File: src/logic/excp_pkg.sv
package excp_pkg;

    // **************************************************
    // CSR addresses
    // **************************************************

    localparam int CSR_ADDR_W = 14;

    localparam logic [CSR_ADDR_W-1:0] CSR_CRMD   = 14'h000;
    localparam logic [CSR_ADDR_W-1:0] CSR_ECFG   = 14'h004;
    localparam logic [CSR_ADDR_W-1:0] CSR_ESTAT  = 14'h005;
    localparam logic [CSR_ADDR_W-1:0] CSR_ERA    = 14'h006;
    localparam logic [CSR_ADDR_W-1:0] CSR_BADV   = 14'h007;
    localparam logic [CSR_ADDR_W-1:0] CSR_EENTRY = 14'h00c;

    localparam int CRMD_IE_BIT  = 2;
    localparam int CRMD_PIE_BIT = 3;    // Saved IE, restored by ertn

    // **************************************************
    // Widths
    // **************************************************

    localparam int EXC_SLOTS   = 6;
    localparam int CAUSE_W     = 5;
    localparam int ECODE_W     = 6;
    localparam int ESUBCODE_W  = 9;
    localparam int INT_BITS    = 12;    // ESTAT/ECFG bits 12:11 and 9:0
    localparam int HW_INT_BITS = 8;
    localparam int PAUSE_BITS  = 7;
    localparam int PAUSE_REQS  = 5;

    // Pause request bit positions
    localparam int REQ_IF       = 0;
    localparam int REQ_ID       = 1;
    localparam int REQ_DISPATCH = 2;
    localparam int REQ_EX       = 3;
    localparam int REQ_MEM      = 4;

    typedef enum logic [CAUSE_W-1:0] {
        EXC_NOP,
        EXC_INT,
        EXC_PIL,
        EXC_PIS,
        EXC_PIF,
        EXC_PME,
        EXC_PPI,
        EXC_ADEF,
        EXC_ADEM,
        EXC_ALE,
        EXC_SYS,
        EXC_BRK,
        EXC_INE,
        EXC_IPE,
        EXC_FPD,
        EXC_FPE,
        EXC_TLBR
    } exc_cause_e;

    // ESTAT word, raw or by field
    typedef union packed {
        logic [31:0] raw;
        struct packed {
            logic                  rsv_hi;
            logic [ESUBCODE_W-1:0] esubcode;    // 30:22
            logic [ECODE_W-1:0]    ecode;       // 21:16
            logic [2:0]            rsv_lo;
            logic [12:0]           is_bits;     // 12:0, bit 10 unused
        } fields;
    } estat_word_u;

    // Squeeze out the hole at bit 10
    function automatic logic [INT_BITS-1:0] int_pack(input logic [12:0] word);
        return {word[12:11], word[9:0]};
    endfunction

    function automatic logic [12:0] int_unpack(input logic [INT_BITS-1:0] bits);
        return {bits[11:10], 1'b0, bits[9:0]};
    endfunction

endpackage

File: src/logic/ctrl_csr_if.sv
`timescale 1ns/1ns

interface ctrl_csr_if;
    import excp_pkg::*;

    // Current CSR state
    logic [31:0]           era_pc;
    logic [31:0]           eentry_va;
    logic [INT_BITS-1:0]   ecfg_lie;
    logic [INT_BITS-1:0]   estat_is;
    logic                  crmd_ie;

    // Commit request
    logic                  is_exception;
    logic                  is_ertn;
    exc_cause_e            exc_cause;
    logic [31:0]           exc_pc;
    logic [31:0]           exc_badv;
    logic [ECODE_W-1:0]    ecode;
    logic [ESUBCODE_W-1:0] subecode;

    modport csr (
        output era_pc, eentry_va, ecfg_lie, estat_is, crmd_ie,
        input  is_exception, is_ertn, exc_cause, exc_pc, exc_badv, ecode, subecode
    );

    modport ctrl (
        input  era_pc, eentry_va, ecfg_lie, estat_is, crmd_ie,
        output is_exception, is_ertn, exc_cause, exc_pc, exc_badv, ecode, subecode
    );

endinterface

File: src/logic/csr_file.sv
`timescale 1ns/1ns

module csr_file #(
    parameter int ENTRY_ALIGN = 6
) (
    input  logic                               clk_i,
    input  logic                               rst_n_i,
    input  logic [excp_pkg::HW_INT_BITS-1:0]   hw_int_i,
    input  logic                               wb_csr_we_i,
    input  logic [excp_pkg::CSR_ADDR_W-1:0]    wb_csr_addr_i,
    input  logic [31:0]                        wb_csr_wdata_i,
    input  logic [excp_pkg::CSR_ADDR_W-1:0]    csr_raddr_i,
    output logic [31:0]                        csr_rdata_o,
    ctrl_csr_if.csr                            bus
);
    import excp_pkg::*;

    localparam logic [31:0] EENTRY_MASK = ~((32'd1 << ENTRY_ALIGN) - 32'd1);

    logic                   crmd_ie_q;
    logic                   crmd_pie_q;
    logic [INT_BITS-1:0]    ecfg_lie_q;
    logic [1:0]             estat_sw_q;
    logic [HW_INT_BITS-1:0] estat_hw_q;
    logic [ECODE_W-1:0]     ecode_q;
    logic [ESUBCODE_W-1:0]  esubcode_q;
    logic [31:0]            era_q;
    logic [31:0]            badv_q;
    logic [31:0]            eentry_q;
    logic [INT_BITS-1:0]    estat_is;
    estat_word_u            wb_word;
    estat_word_u            estat_rd;

    assign wb_word.raw = wb_csr_wdata_i;
    assign estat_is    = {2'b00, estat_hw_q, estat_sw_q};  // No timer or IPI source

    // **************************************************
    // Register update
    // **************************************************

    always_ff @(posedge clk_i) begin
        if (!rst_n_i) begin
            crmd_ie_q  <= 1'b0;
            crmd_pie_q <= 1'b0;
            ecfg_lie_q <= '0;
            estat_sw_q <= '0;
            estat_hw_q <= '0;
            ecode_q    <= '0;
            esubcode_q <= '0;
            era_q      <= '0;
            badv_q     <= '0;
            eentry_q   <= '0;
        end else begin
            estat_hw_q <= hw_int_i;     // Sampled every cycle
            if (wb_csr_we_i) begin
                case (wb_csr_addr_i)
                    CSR_CRMD: begin
                        crmd_ie_q  <= wb_csr_wdata_i[CRMD_IE_BIT];
                        crmd_pie_q <= wb_csr_wdata_i[CRMD_PIE_BIT];
                    end
                    CSR_ECFG:   ecfg_lie_q <= int_pack(wb_word.fields.is_bits);
                    CSR_ESTAT:  estat_sw_q <= wb_word.fields.is_bits[1:0];  // SW bits only
                    CSR_ERA:    era_q      <= wb_csr_wdata_i;
                    CSR_BADV:   badv_q     <= wb_csr_wdata_i;
                    CSR_EENTRY: eentry_q   <= wb_csr_wdata_i & EENTRY_MASK;
                    default: ;
                endcase
            end
            // Later assignments win over a write-back to the same register
            if (bus.is_exception) begin
                era_q      <= bus.exc_pc;
                badv_q     <= bus.exc_badv;
                ecode_q    <= bus.ecode;
                esubcode_q <= bus.subecode;
                crmd_pie_q <= crmd_ie_q;
                crmd_ie_q  <= 1'b0;
            end else if (bus.is_ertn) begin
                crmd_ie_q  <= crmd_pie_q;
            end
        end
    end

    // **************************************************
    // Read port and state to ctrl
    // **************************************************

    always_comb begin : read_mux
        estat_rd.raw             = '0;
        estat_rd.fields.is_bits  = int_unpack(estat_is);
        estat_rd.fields.ecode    = ecode_q;
        estat_rd.fields.esubcode = esubcode_q;
        csr_rdata_o              = '0;
        case (csr_raddr_i)
            CSR_CRMD: begin
                csr_rdata_o[CRMD_IE_BIT]  = crmd_ie_q;
                csr_rdata_o[CRMD_PIE_BIT] = crmd_pie_q;
            end
            CSR_ECFG:   csr_rdata_o = 32'(int_unpack(ecfg_lie_q));
            CSR_ESTAT:  csr_rdata_o = estat_rd.raw;
            CSR_ERA:    csr_rdata_o = era_q;
            CSR_BADV:   csr_rdata_o = badv_q;
            CSR_EENTRY: csr_rdata_o = eentry_q;
            default:    csr_rdata_o = '0;
        endcase
    end

    assign bus.era_pc    = era_q;
    assign bus.eentry_va = eentry_q;
    assign bus.ecfg_lie  = ecfg_lie_q;
    assign bus.estat_is  = estat_is;
    assign bus.crmd_ie   = crmd_ie_q;

    // Memory stage never carries both
    excl_commit_a: assert property (@(posedge clk_i) disable iff (!rst_n_i)
        !(bus.is_exception && bus.is_ertn));

    // A committed exception always names a cause
    exc_cause_a: assert property (@(posedge clk_i) disable iff (!rst_n_i)
        bus.is_exception |-> bus.exc_cause != EXC_NOP);

    ie_reset_a: assert property (@(posedge clk_i) !rst_n_i |=> !crmd_ie_q);

endmodule

File: src/logic/ctrl.sv
`timescale 1ns/1ns

module ctrl (
    input  logic [31:0]                                        mem_pc_i,
    input  logic [31:0]                                        mem_badv_i,
    input  logic [excp_pkg::EXC_SLOTS-1:0]                     mem_exc_valid_i,
    input  logic [excp_pkg::EXC_SLOTS*excp_pkg::CAUSE_W-1:0]   mem_exc_cause_i,
    input  logic                                               mem_is_ertn_i,
    input  logic                                               mem_is_idle_i,
    input  logic                                               continue_idle_i,
    input  logic [excp_pkg::PAUSE_REQS-1:0]                    pause_req_i,
    input  logic                                               wb_csr_we_i,
    input  logic [excp_pkg::CSR_ADDR_W-1:0]                    wb_csr_addr_i,
    input  logic [31:0]                                        wb_csr_wdata_i,
    ctrl_csr_if.ctrl                                           bus,
    output logic                                               exception_flush_o,
    output logic [31:0]                                        exception_new_pc_o,
    output logic                                               is_interrupt_o,
    output logic [excp_pkg::PAUSE_BITS-1:0]                    pause_o,
    output logic                                               send_inst1_en_o
);
    import excp_pkg::*;

    localparam logic [PAUSE_BITS-1:0] PAUSE_IF   = 7'b000_0001;
    localparam logic [PAUSE_BITS-1:0] PAUSE_ID   = 7'b000_1111;
    localparam logic [PAUSE_BITS-1:0] PAUSE_DISP = 7'b001_1111;
    localparam logic [PAUSE_BITS-1:0] PAUSE_EX   = 7'b011_1111;
    localparam logic [PAUSE_BITS-1:0] PAUSE_MEM  = 7'b111_1111;

    estat_word_u         wb_word;
    logic [31:0]         era_cur;
    logic [31:0]         eentry_cur;
    logic [INT_BITS-1:0] lie_cur;
    logic [INT_BITS-1:0] is_cur;
    logic                ie_cur;
    logic [INT_BITS-1:0] int_vec;
    logic                pause_idle;
    exc_cause_e          sel_cause;

    assign wb_word.raw = wb_csr_wdata_i;

    // **************************************************
    // Write-back forwarding
    // **************************************************

    always_comb begin : forward_csr
        era_cur    = bus.era_pc;
        eentry_cur = bus.eentry_va;
        lie_cur    = bus.ecfg_lie;
        is_cur     = bus.estat_is;
        ie_cur     = bus.crmd_ie;
        if (wb_csr_we_i) begin
            case (wb_csr_addr_i)
                CSR_CRMD:   ie_cur      = wb_csr_wdata_i[CRMD_IE_BIT];
                CSR_ECFG:   lie_cur     = int_pack(wb_word.fields.is_bits);
                CSR_ESTAT:  is_cur[1:0] = wb_word.fields.is_bits[1:0];  // HW bits stay
                CSR_ERA:    era_cur     = wb_csr_wdata_i;
                CSR_EENTRY: eentry_cur  = wb_csr_wdata_i;   // Raw written value
                default: ;
            endcase
        end
    end

    // **************************************************
    // Exception select and cause encoding
    // **************************************************

    always_comb begin : slot_select
        sel_cause = EXC_NOP;
        for (int i = 0; i < EXC_SLOTS; i++) begin
            if (mem_exc_valid_i[i]) begin
                sel_cause = exc_cause_e'(mem_exc_cause_i[i*CAUSE_W +: CAUSE_W]);  // Highest wins
            end
        end
    end

    always_comb begin : cause_map
        bus.ecode    = '0;
        bus.subecode = '0;
        case (sel_cause)
            EXC_PIL:  bus.ecode = 6'h01;
            EXC_PIS:  bus.ecode = 6'h02;
            EXC_PIF:  bus.ecode = 6'h03;
            EXC_PME:  bus.ecode = 6'h04;
            EXC_PPI:  bus.ecode = 6'h07;
            EXC_ADEF: bus.ecode = 6'h08;
            EXC_ADEM: begin
                bus.ecode    = 6'h08;
                bus.subecode = 9'h001;
            end
            EXC_ALE:  bus.ecode = 6'h09;
            EXC_SYS:  bus.ecode = 6'h0b;
            EXC_BRK:  bus.ecode = 6'h0c;
            EXC_INE:  bus.ecode = 6'h0d;
            EXC_IPE:  bus.ecode = 6'h0e;
            EXC_FPD:  bus.ecode = 6'h0f;
            EXC_FPE:  bus.ecode = 6'h12;
            EXC_TLBR: bus.ecode = 6'h3f;
            default:  bus.ecode = 6'h00;    // INT
        endcase
    end

    assign bus.is_exception = |mem_exc_valid_i;
    assign bus.is_ertn      = mem_is_ertn_i;
    assign bus.exc_cause    = sel_cause;
    assign bus.exc_pc       = mem_pc_i;
    assign bus.exc_badv     = mem_badv_i;

    assign exception_flush_o  = bus.is_exception || mem_is_ertn_i;
    assign exception_new_pc_o = mem_is_ertn_i ? era_cur : eentry_cur;

    // **************************************************
    // Interrupt gating and pause mask
    // **************************************************

    assign int_vec        = {INT_BITS{ie_cur}} & lie_cur & is_cur;
    assign is_interrupt_o = |int_vec;

    // Idle holds until an interrupt arrives or idle is released
    assign pause_idle = mem_is_idle_i && !is_interrupt_o && !continue_idle_i;

    always_comb begin : pause_ctrl
        if (pause_req_i[REQ_IF]) begin
            pause_o = PAUSE_IF;
        end else if (pause_req_i[REQ_ID]) begin
            pause_o = PAUSE_ID;
        end else if (pause_req_i[REQ_DISPATCH]) begin
            pause_o = PAUSE_DISP;
        end else if (pause_req_i[REQ_EX]) begin
            pause_o = PAUSE_EX;
        end else if (pause_req_i[REQ_MEM] || pause_idle) begin
            pause_o = PAUSE_MEM;
        end else begin
            pause_o = '0;
        end
    end

    assign send_inst1_en_o = ~pause_o[2];   // Instruction buffer stage

    // Stalled stages always form a run from the front end
    pause_contig_a: assert final (((pause_o + 1'b1) & pause_o) == '0)
        else $error("pause mask %b not contiguous", pause_o);

endmodule

File: src/logic/excp_unit.sv
`timescale 1ns/1ns

module excp_unit #(
    parameter int ENTRY_ALIGN = 6
) (
    input  logic                                               clk_i,
    input  logic                                               rst_n_i,
    input  logic [31:0]                                        mem_pc_i,
    input  logic [31:0]                                        mem_badv_i,
    input  logic [excp_pkg::EXC_SLOTS-1:0]                     mem_exc_valid_i,
    input  logic [excp_pkg::EXC_SLOTS*excp_pkg::CAUSE_W-1:0]   mem_exc_cause_i,
    input  logic                                               mem_is_ertn_i,
    input  logic                                               mem_is_idle_i,
    input  logic                                               continue_idle_i,
    input  logic [excp_pkg::PAUSE_REQS-1:0]                    pause_req_i,  // mem ex disp id if
    input  logic [excp_pkg::HW_INT_BITS-1:0]                   hw_int_i,
    input  logic                                               wb_csr_we_i,
    input  logic [excp_pkg::CSR_ADDR_W-1:0]                    wb_csr_addr_i,
    input  logic [31:0]                                        wb_csr_wdata_i,
    input  logic [excp_pkg::CSR_ADDR_W-1:0]                    csr_raddr_i,
    output logic [31:0]                                        csr_rdata_o,
    output logic                                               exception_flush_o,
    output logic [31:0]                                        exception_new_pc_o,
    output logic                                               is_interrupt_o,
    output logic [excp_pkg::PAUSE_BITS-1:0]                    pause_o,
    output logic                                               send_inst1_en_o
);

    ctrl_csr_if csr_bus ();

    csr_file #(
        .ENTRY_ALIGN (ENTRY_ALIGN)
    ) u_csr_file (
        .clk_i          (clk_i),
        .rst_n_i        (rst_n_i),
        .hw_int_i       (hw_int_i),
        .wb_csr_we_i    (wb_csr_we_i),
        .wb_csr_addr_i  (wb_csr_addr_i),
        .wb_csr_wdata_i (wb_csr_wdata_i),
        .csr_raddr_i    (csr_raddr_i),
        .csr_rdata_o    (csr_rdata_o),
        .bus            (csr_bus.csr)
    );

    // Same write-back port also forwarded into ctrl
    ctrl u_ctrl (
        .mem_pc_i           (mem_pc_i),
        .mem_badv_i         (mem_badv_i),
        .mem_exc_valid_i    (mem_exc_valid_i),
        .mem_exc_cause_i    (mem_exc_cause_i),
        .mem_is_ertn_i      (mem_is_ertn_i),
        .mem_is_idle_i      (mem_is_idle_i),
        .continue_idle_i    (continue_idle_i),
        .pause_req_i        (pause_req_i),
        .wb_csr_we_i        (wb_csr_we_i),
        .wb_csr_addr_i      (wb_csr_addr_i),
        .wb_csr_wdata_i     (wb_csr_wdata_i),
        .bus                (csr_bus.ctrl),
        .exception_flush_o  (exception_flush_o),
        .exception_new_pc_o (exception_new_pc_o),
        .is_interrupt_o     (is_interrupt_o),
        .pause_o            (pause_o),
        .send_inst1_en_o    (send_inst1_en_o)
    );

endmodule
File: config.mk
export PLATFORM = sky130hd
export DESIGN_NAME = excp_unit
export DESIGN_NICKNAME = d
export VERILOG_FILES = /design/src/logic/excp_pkg.sv /design/src/logic/ctrl_csr_if.sv /design/src/logic/csr_file.sv /design/src/logic/ctrl.sv /design/src/logic/excp_unit.sv
export SDC_FILE = /design/constraint.sdc
export NUM_CORES = 1
export LEC_CHECK = 0
export ABC_CLOCK_PERIOD_IN_PS = 5100
export BUFFER_PORTS_ARGS = -buffer_cell sky130_fd_sc_hd__buf_2
export CORE_UTILIZATION = 45
export CTS_CLUSTER_SIZE = 28
export DETAILED_ROUTE_END_ITERATION = 8
export GPL_TIMING_DRIVEN = 0
export PLACE_DENSITY_LB_ADDON = 0.08
export RECOVER_POWER = 100
export SKIP_LAST_GASP = 1
export SLEW_MARGIN = 20
export SYNTH_ARGS = -nofsm -noshare
export SYNTH_HDL_FRONTEND = slang
export SYNTH_SLANG_ARGS = --single-unit
File: constraint.sdc
create_clock -name clk_i -period 5.1 [get_ports clk_i]
set_input_delay 0.255 -clock clk_i [delete_from_list [all_inputs] [get_ports clk_i]]
set_output_delay 0.255 -clock clk_i [all_outputs]
set_load 0.02 [all_outputs]
==> impl_metrics.toml, run 1 <==
[pwr]
power_frac_comb = 0.128
switchingPower_mw = 0.659
leakage_nw = 4.28
vdd_drop_max_mv = 0.271
p_clk_frac = 0.485
cellPowerDensity_nw_per_um2 = 285
seq_power_share = 0.388
sw_frac_of_total = 0.254
internal_power_mw = 1.94

[critical_path]
crit_arrival_ns = 3.90
crit_chain = "buf_2 -> or4_1 -> nor4_1 -> nand2_1 -> nor4b_1 -> clkbuf_1 -> a22oi_1 -> o21ai_0 -> clkbuf_1"
cp_slowest_stage_delay_ns = 1.19
required_ns = 4.85
crit_top_cell = "clkbuf_1"
r2r_end = "u_csr_file.bus.crmd_ie"
end_kind = "primary output"
cpMaxStageDelayCell = "nor4b_1"
path_class = "in -> out"
crit_family = "simple AND/OR/NAND/NOR gates"
r2r-start = "u_csr_file.bus.crmd_ie"
r2r_slack_ns = 3.92
cp_max_fo = 10
worst-path-buf-inv = 3
startpoint_type = "primary input"
r2r_cells = 3
cp-startpoint = "csr_raddr_i[9]"

[routing]
vias = 7677
routed_wirelength_um = 25200
post_drt_wl_per_cell_um = 18.7
dr.pass1.iters = 5
drtAntennaViolNets = 0
drt-initial-drc-count = 529
drc_errors = 0
vias_per_cell = 5.70

[grt]
grt_pass1_vias = 7134
grt-ovfl-total = 0
antenna_found_initial = 0
grt_pass1_wl_um = 37800
grt_max_degree = 17
grt_usage = 0.301

[yosys]
synth_area_per_cell_um2 = 8.32
synth_edf_count = 0
yosys_warnings = 0
synth_top_area_cell = "dfxtp_1"
async_flop_share = 0
ys_seq_area_frac = 0.340
synth.area.top_cells = "dfxtp_1, mux2i_1, nand2_1"
synth_top_area_frac = 0.340
syn-cell-area_um2 = 7130
synth_commonest_cells = "nand2_1, dfxtp_1, mux2i_1, nor2_1, o211a_1"
post-synth-top-count-cell = "nand2_1"
ys_types = 57
syn-instance-count = 857
synth_nets = 1036
synthFlopType = "dfxtp_1"
ys_ff_latch = 121

[timing]
max_freq_mhz = 241
finalWorstSetupSlack_ns = 0.947
tightest_slew_ns = 1.42
setup_viol = 0
fin_skew_ns = 0.00330
grt_setup_unrepaired = "no"
period_share = 0.814
period_needed_ns = 4.15
hold_viol_final = 0
fin_setup_tns_ns = 0
slew_headroom = 0.0398
drv_slew = 0

[worst_hold_path]
min_to = "u_csr_file.estat_hw_q[2]"
worstHoldPathCells = 2
hp-class = "in -> reg"
hp-start = "hw_int_i[2]"

[placement]
portBuffers = 248
place_worst_setup_slack_ns = 1.47
hpwlAfterDp_um = 18400
routabilityCongestion = 0.895

[layout]
multi_input_area_um2 = 4360
n_fill_cell = 1475
fin_nets = 1303
syn_to_final_growth_pct = 27.8
diodes = 0
layout-drive-gt1-share = 0.208
ff_latch_area_um2 = 2420

[floorplan]
core-area_um2 = 15300
die_w_um = 128
std_cell_rows = 45
num_io_pins = 253
initial_core_util = 0.466
fp.dieArea_um2 = 16400
die_h_um = 128

[cts]
cts_made_buffers = 17
clk_latency_ns = 0.41
cts_setup_buffers = 0
cts_repair_resize_count = 0
cts.sinks = 121
clock_path_buffers = 2
htree_levels = 4
cts_tree = "done"
root_buffer = "clkbuf_16"
path_clk_slew_ns = 0.06
postCtsHoldBufs = 0

[status]
status = "finished clean"

[run]
maxCapViolCount = 0
[stage by stage]
stage | cells | power [mW] | utilization | hold slack, ns | cell area (um2)
CTS | 1347 | 2.60 | 0.604 | 0.0338 | 9250
floorplan | 857 | 1.20 | - | 0.382 | 7130
global placement | 1316 | 1.36 | 0.564 | 0.451 | 8640
detailed placement | 1316 | 1.36 | 0.564 | 0.463 | 8640
finish | 1347 | 2.60 | 0.595 | 0.0397 | 9120
global route | 1347 | 2.67 | 0.595 | 0.0504 | 9120
[area by class of cell]
| class | instances | area share |
|---|---|---|
| Sequential cell | 121 | 0.266 |
| Clock buffer | 17 | 0.0467 |
| Inverter | 11 | 0.00453 |
| Tap cell | 211 | 0.0290 |
| Multi-Input combinational cell | 657 | 0.478 |
| Clock inverter | 14 | 0.0199 |
| Buffer | 68 | 0.0298 |
| Timing Repair Buffer | 248 | 0.127 |
[layer usage]
layer,up-vias,part of all wire,GRT usage
met1,3614,0.42,0.391
li1,3640,-,-
met3,43,0.085,0.0614
met2,380,0.47,0.491
met4,0,0.022,0.112
met5,-,0,0
[worst register-to-register path, cell delays in order, from the launching register on]
cell and delay, ns:
dfxtp_1 0.35, mux2i_1 0.32, o21ai_0 0.19, and3_1 0.22
[sequential cells by signal, indices dropped and copies added (netlist names), named ones only]
signal,flops
u_csr_file.bus.crmd_ie,1
u_csr_file.bus.eentry_va,26
u_csr_file.crmd_pie_q,1
u_csr_file.bus.ecfg_lie,10
u_csr_file.estat_hw_q,8
u_csr_file.bus.era_pc,32
u_csr_file.esubcode_q,1
u_csr_file.badv_q,32
u_csr_file.ecode_q,6
u_csr_file.estat_sw_q,2
[cell usage in the layout (no fill, tap or decap), types with 3 or more instances in the layout]
cell | Yosys | final
buf_2 | 5 | 180
nand2_1 | 179 | 179
clkbuf_1 | 50 | 128
dfxtp_1 | 121 | 121
mux2i_1 | 101 | 101
nor2_1 | 67 | 67
o211a_1 | 66 | 66
a21boi_0 | 38 | 38
o21ai_0 | 29 | 30
o22ai_1 | 30 | 30
a22oi_1 | 22 | 22
clkbuf_16 | 0 | 17
inv_1 | 11 | 11
a21oi_1 | 8 | 8
a221o_1 | 8 | 8
nor3_1 | 6 | 7
and2_0 | 0 | 7
nand3b_1 | 7 | 7
nor2b_1 | 6 | 6
a22o_1 | 6 | 6
and2_1 | 13 | 6
clkinv_2 | 0 | 6
or4_1 | 4 | 5
nor4_1 | 3 | 5
mux2_2 | 8 | 5
nand2b_1 | 5 | 5
a31oi_1 | 4 | 5
buf_1 | 9 | 4
buf_4 | 4 | 4
o221a_2 | 4 | 4
bufinv_16 | 0 | 4
or3_1 | 3 | 3
mux2_1 | 0 | 3
o221ai_1 | 3 | 3
nand3_1 | 3 | 3
clkinvlp_4 | 0 | 3
[how the worst max path moves through the flow]
stage	endpoint	slack [ns]	depth (start not counted)
2_1_floorplan	pause_o[2]	1.73	8
3_3_place_gp	csr_rdata_o[21]	1.51	9
3_5_place_dp	csr_rdata_o[21]	1.47	9
4_1_cts	csr_rdata_o[21]	1.45	9
5_1_grt	csr_rdata_o[21]	0.76	9
6_report	csr_rdata_o[22]	0.95	9
[power groups by stage]
stage / Sequential, mW / Clock, mW / Combinational (mW)
after floorplan: 1.02 / 0 / 0.185
after global placement: 1.03 / 0 / 0.331
after detailed placement: 1.03 / 0 / 0.333
after CTS: 1.01 / 1.26 / 0.335
after global routing: 1.01 / 1.30 / 0.357
final: 1.01 / 1.26 / 0.331
[kinds of logic after synthesis]
group                  count (synthesis)  synth area share
AND/OR/NAND/NOR                      316             0.203
AO/OA/AOI/OAI                        232             0.259
flip-flops                           121             0.340
multiplexers                         109             0.154
buffers and inverters                 79            0.0445
Note: power is estimated with default switching activity, not from simulation.
==> run 2, diff against run 1 <==
ABC_AREA = 1   (was default)
ABC_CLOCK_PERIOD_IN_PS = 3800   (was 5100)
clock period = 3.8 ns   (was 5.1 ns; I/O delays follow)
==> run 2 against run 1 <==
Net effect: clock skew is 0.0031 ns lower; flip-flop and latch count unchanged; global-route usage grew 4.2 points; sequential share of layout area down 0.34 points; total power grew 30%; count of clock-buffer cells in the layout increased by 4; first-iteration DRC count increased by 62%; via count up 12%; die area fell by 1.7%; highest routed layer unchanged; largest cell class unchanged; synthesized cell count increased by 25%.
==> impl_metrics.toml, run 2 <==
[layout]
layout_commonest_cell = "nand2_1"
syn_to_final_growth_pct = 31.7
layout-drive-gt1-share = 0.193
n_fill_cell = 1585
multi_input_area_um2 = 3700
most-common-layout-cells = "nand2_1, buf_2, o21ai_0"
fin_nets = 1547
fin_cells = 1568
ff_latch_area_um2 = 2420
diodes = 0

[status]
status = "finished clean"

[yosys]
ys_types = 38
ys_ff_latch = 121
syn-cell-area_um2 = 7010
yosys_warnings = 0
post-synth-top-count-cell = "nand2_1"
synthFlopType = "dfxtp_1"
synth_commonest_cells = "nand2_1, o21ai_0, dfxtp_1, inv_1, nand3_1"
async_flop_share = 0
syn-instance-count = 1068
synth_nets = 1247
synth_top_area_cell = "dfxtp_1"
ys_seq_area_frac = 0.345
synth_edf_count = 0
synth.area.top_cells = "dfxtp_1, nand2_1, o21ai_0"
synth_area_per_cell_um2 = 6.57
synth_top_area_frac = 0.345

[routing]
drt-initial-drc-count = 856
routed_wirelength_um = 27800
post_drt_wl_per_cell_um = 17.7
dr.pass1.iters = 5
drtAntennaViolNets = 0
vias = 8601
vias_per_cell = 5.49
drc_errors = 0

[critical_path]
path_class = "in -> out"
startpoint_type = "primary input"
r2r_cells = 2
end_kind = "primary output"
crit_end = "csr_rdata_o[19]"
cp_max_fo = 10
r2r-start = "u_csr_file.bus.era_pc[2]"
cp-startpoint = "csr_raddr_i[11]"
r2r_slack_ns = 2.94
crit_arrival_ns = 2.85
required_ns = 3.61
r2r_end = "u_csr_file.bus.era_pc[2]"

[timing]
max_freq_mhz = 329
setup_viol = 0
grt_setup_unrepaired = "no"
drv_slew = 0
slew_headroom = 0.376
hold_viol_final = 0
period_needed_ns = 3.04
fin_skew_ns = 0.000238
fin_setup_tns_ns = 0
finalWorstSetupSlack_ns = 0.764
tightest_slew_ns = 0.936
period_share = 0.799

[cts]
cts_repair_resize_count = 0
cts_made_buffers = 17
path_clk_slew_ns = 0.05
cts.sinks = 121
htree_levels = 4
cts_tree = "done"
clock_path_buffers = 2
root_buffer = "clkbuf_16"
clk_latency_ns = 0.42

[grt]
grt_usage = 0.343
grt-ovfl-total = 0
antenna_found_initial = 0
grt_pass1_wl_um = 41800
grt_max_degree = 17
grt_pass1_vias = 7927

[pwr]
vdd_drop_max_mv = 0.329
total_power_mw = 3.37
cellPowerDensity_nw_per_um2 = 365
leakage_nw = 4.17

[placement]
place_worst_setup_slack_ns = 1.34
hpwlAfterDp_um = 19800
routabilityCongestion = 0.909
dp.cells = 1507
portBuffers = 251

[floorplan]
initial_core_util = 0.461
die_w_um = 127
fp.dieArea_um2 = 16100
die_h_um = 127
core-area_um2 = 15200
std_cell_rows = 45
num_io_pins = 253

[worst_hold_path]
hp-class = "in -> reg"

[run]
maxCapViolCount = 0
==> run 2: cell count changes in the layout (fill, tap and decap cells not counted), moves of 16 or more <==
| cell | previous run | this run |
|---|---|---|
| a21boi_0 | 38 | 0 |
| a21oi_1 | 8 | 25 |
| a22oi_1 | 22 | 1 |
| a31oi_1 | 5 | 33 |
| buf_2 | 180 | 197 |
| dlygate4sd3_1 | 0 | 30 |
| inv_1 | 11 | 119 |
| mux2i_1 | 101 | 26 |
| nand2_1 | 179 | 237 |
| nand3_1 | 3 | 115 |
| o211a_1 | 66 | 2 |
| o21ai_0 | 30 | 139 |
| o21ai_1 | 0 | 16 |
| o22ai_1 | 30 | 2 |
==> run 2: power breakdown <==
group	internal, mW	switching [mW]
Sequential	1.32	0.0257
Clock	0.996	0.606
Combinational	0.171	0.250
Total	2.49	0.882
==> run 2: worst min-delay path by stage <==
| stage | cells past startpoint | from | end | slack (ns) |
|---|---|---|---|---|
| after floorplan | 2 | hw_int_i[0] | u_csr_file.estat_hw_q[0] | 0.29 |
| after detailed placement | 3 | hw_int_i[1] | u_csr_file.estat_hw_q[1] | 0.38 |
| after global routing | 3 | mem_pc_i[1] | u_csr_file.bus.era_pc[1] | 0.03 |
| after CTS | 3 | mem_pc_i[8] | u_csr_file.bus.era_pc[8] | 0.002 |
| final | 3 | mem_pc_i[6] | u_csr_file.bus.era_pc[6] | 0.005 |
| after global placement | 3 | hw_int_i[6] | u_csr_file.estat_hw_q[6] | 0.38 |
==> run 2: what timing repair did <==
action,4_1_cts,5_1_grt
setup buffers,0,0
hold buffers,30,0
endpoints found under the hold margin,30,0
==> run 2: routing by layer <==
metal  track usage  routed length, um
met3        0.0721               2600
met5             0                  0
met4         0.134                656
met1         0.444              11800
met2         0.557              12700
==> run 2: cell families (layout without fill, tap and decap cells) <==
kind of cell / count (synthesis) / in the layout / share of synthesized area
mux: 26 / 26 / 0.0371
buf+inv: 205 / 517 / 0.120
flops: 121 / 121 / 0.345
simple gates: 465 / 465 / 0.295
compound gates: 251 / 251 / 0.202
==> run 2: per-stage QoR <==
stage	instance area [um2]	utilization	hold WS [ns]
3_5_place_dp	8510	0.560	0.378
3_3_place_gp	8500	0.559	0.376
2_1_floorplan	7010	-	0.288
4_1_cts	9390	0.618	0.00164
6_report	9240	0.608	0.00476
5_1_grt	9240	0.608	0.0250
==> run 2: layout make-up <==
class,instances,share of cell area
Tap cell,188,0.0255
Clock inverter,10,0.0131
Buffer,73,0.0348
Sequential cell,121,0.262
Multi-Input combinational cell,742,0.401
Clock buffer,21,0.0499
Inverter,132,0.0536
Timing Repair Buffer,281,0.160
==> run 2: worst max-delay path, cell delays in order <==
cell and delay, ns:
buf_2 0.10, nor4_1 0.62, nand2_1 0.19, nor3b_1 0.43, clkbuf_1 0.61, nand3_1 0.24, o2111ai_1 0.20, clkbuf_1 0.26
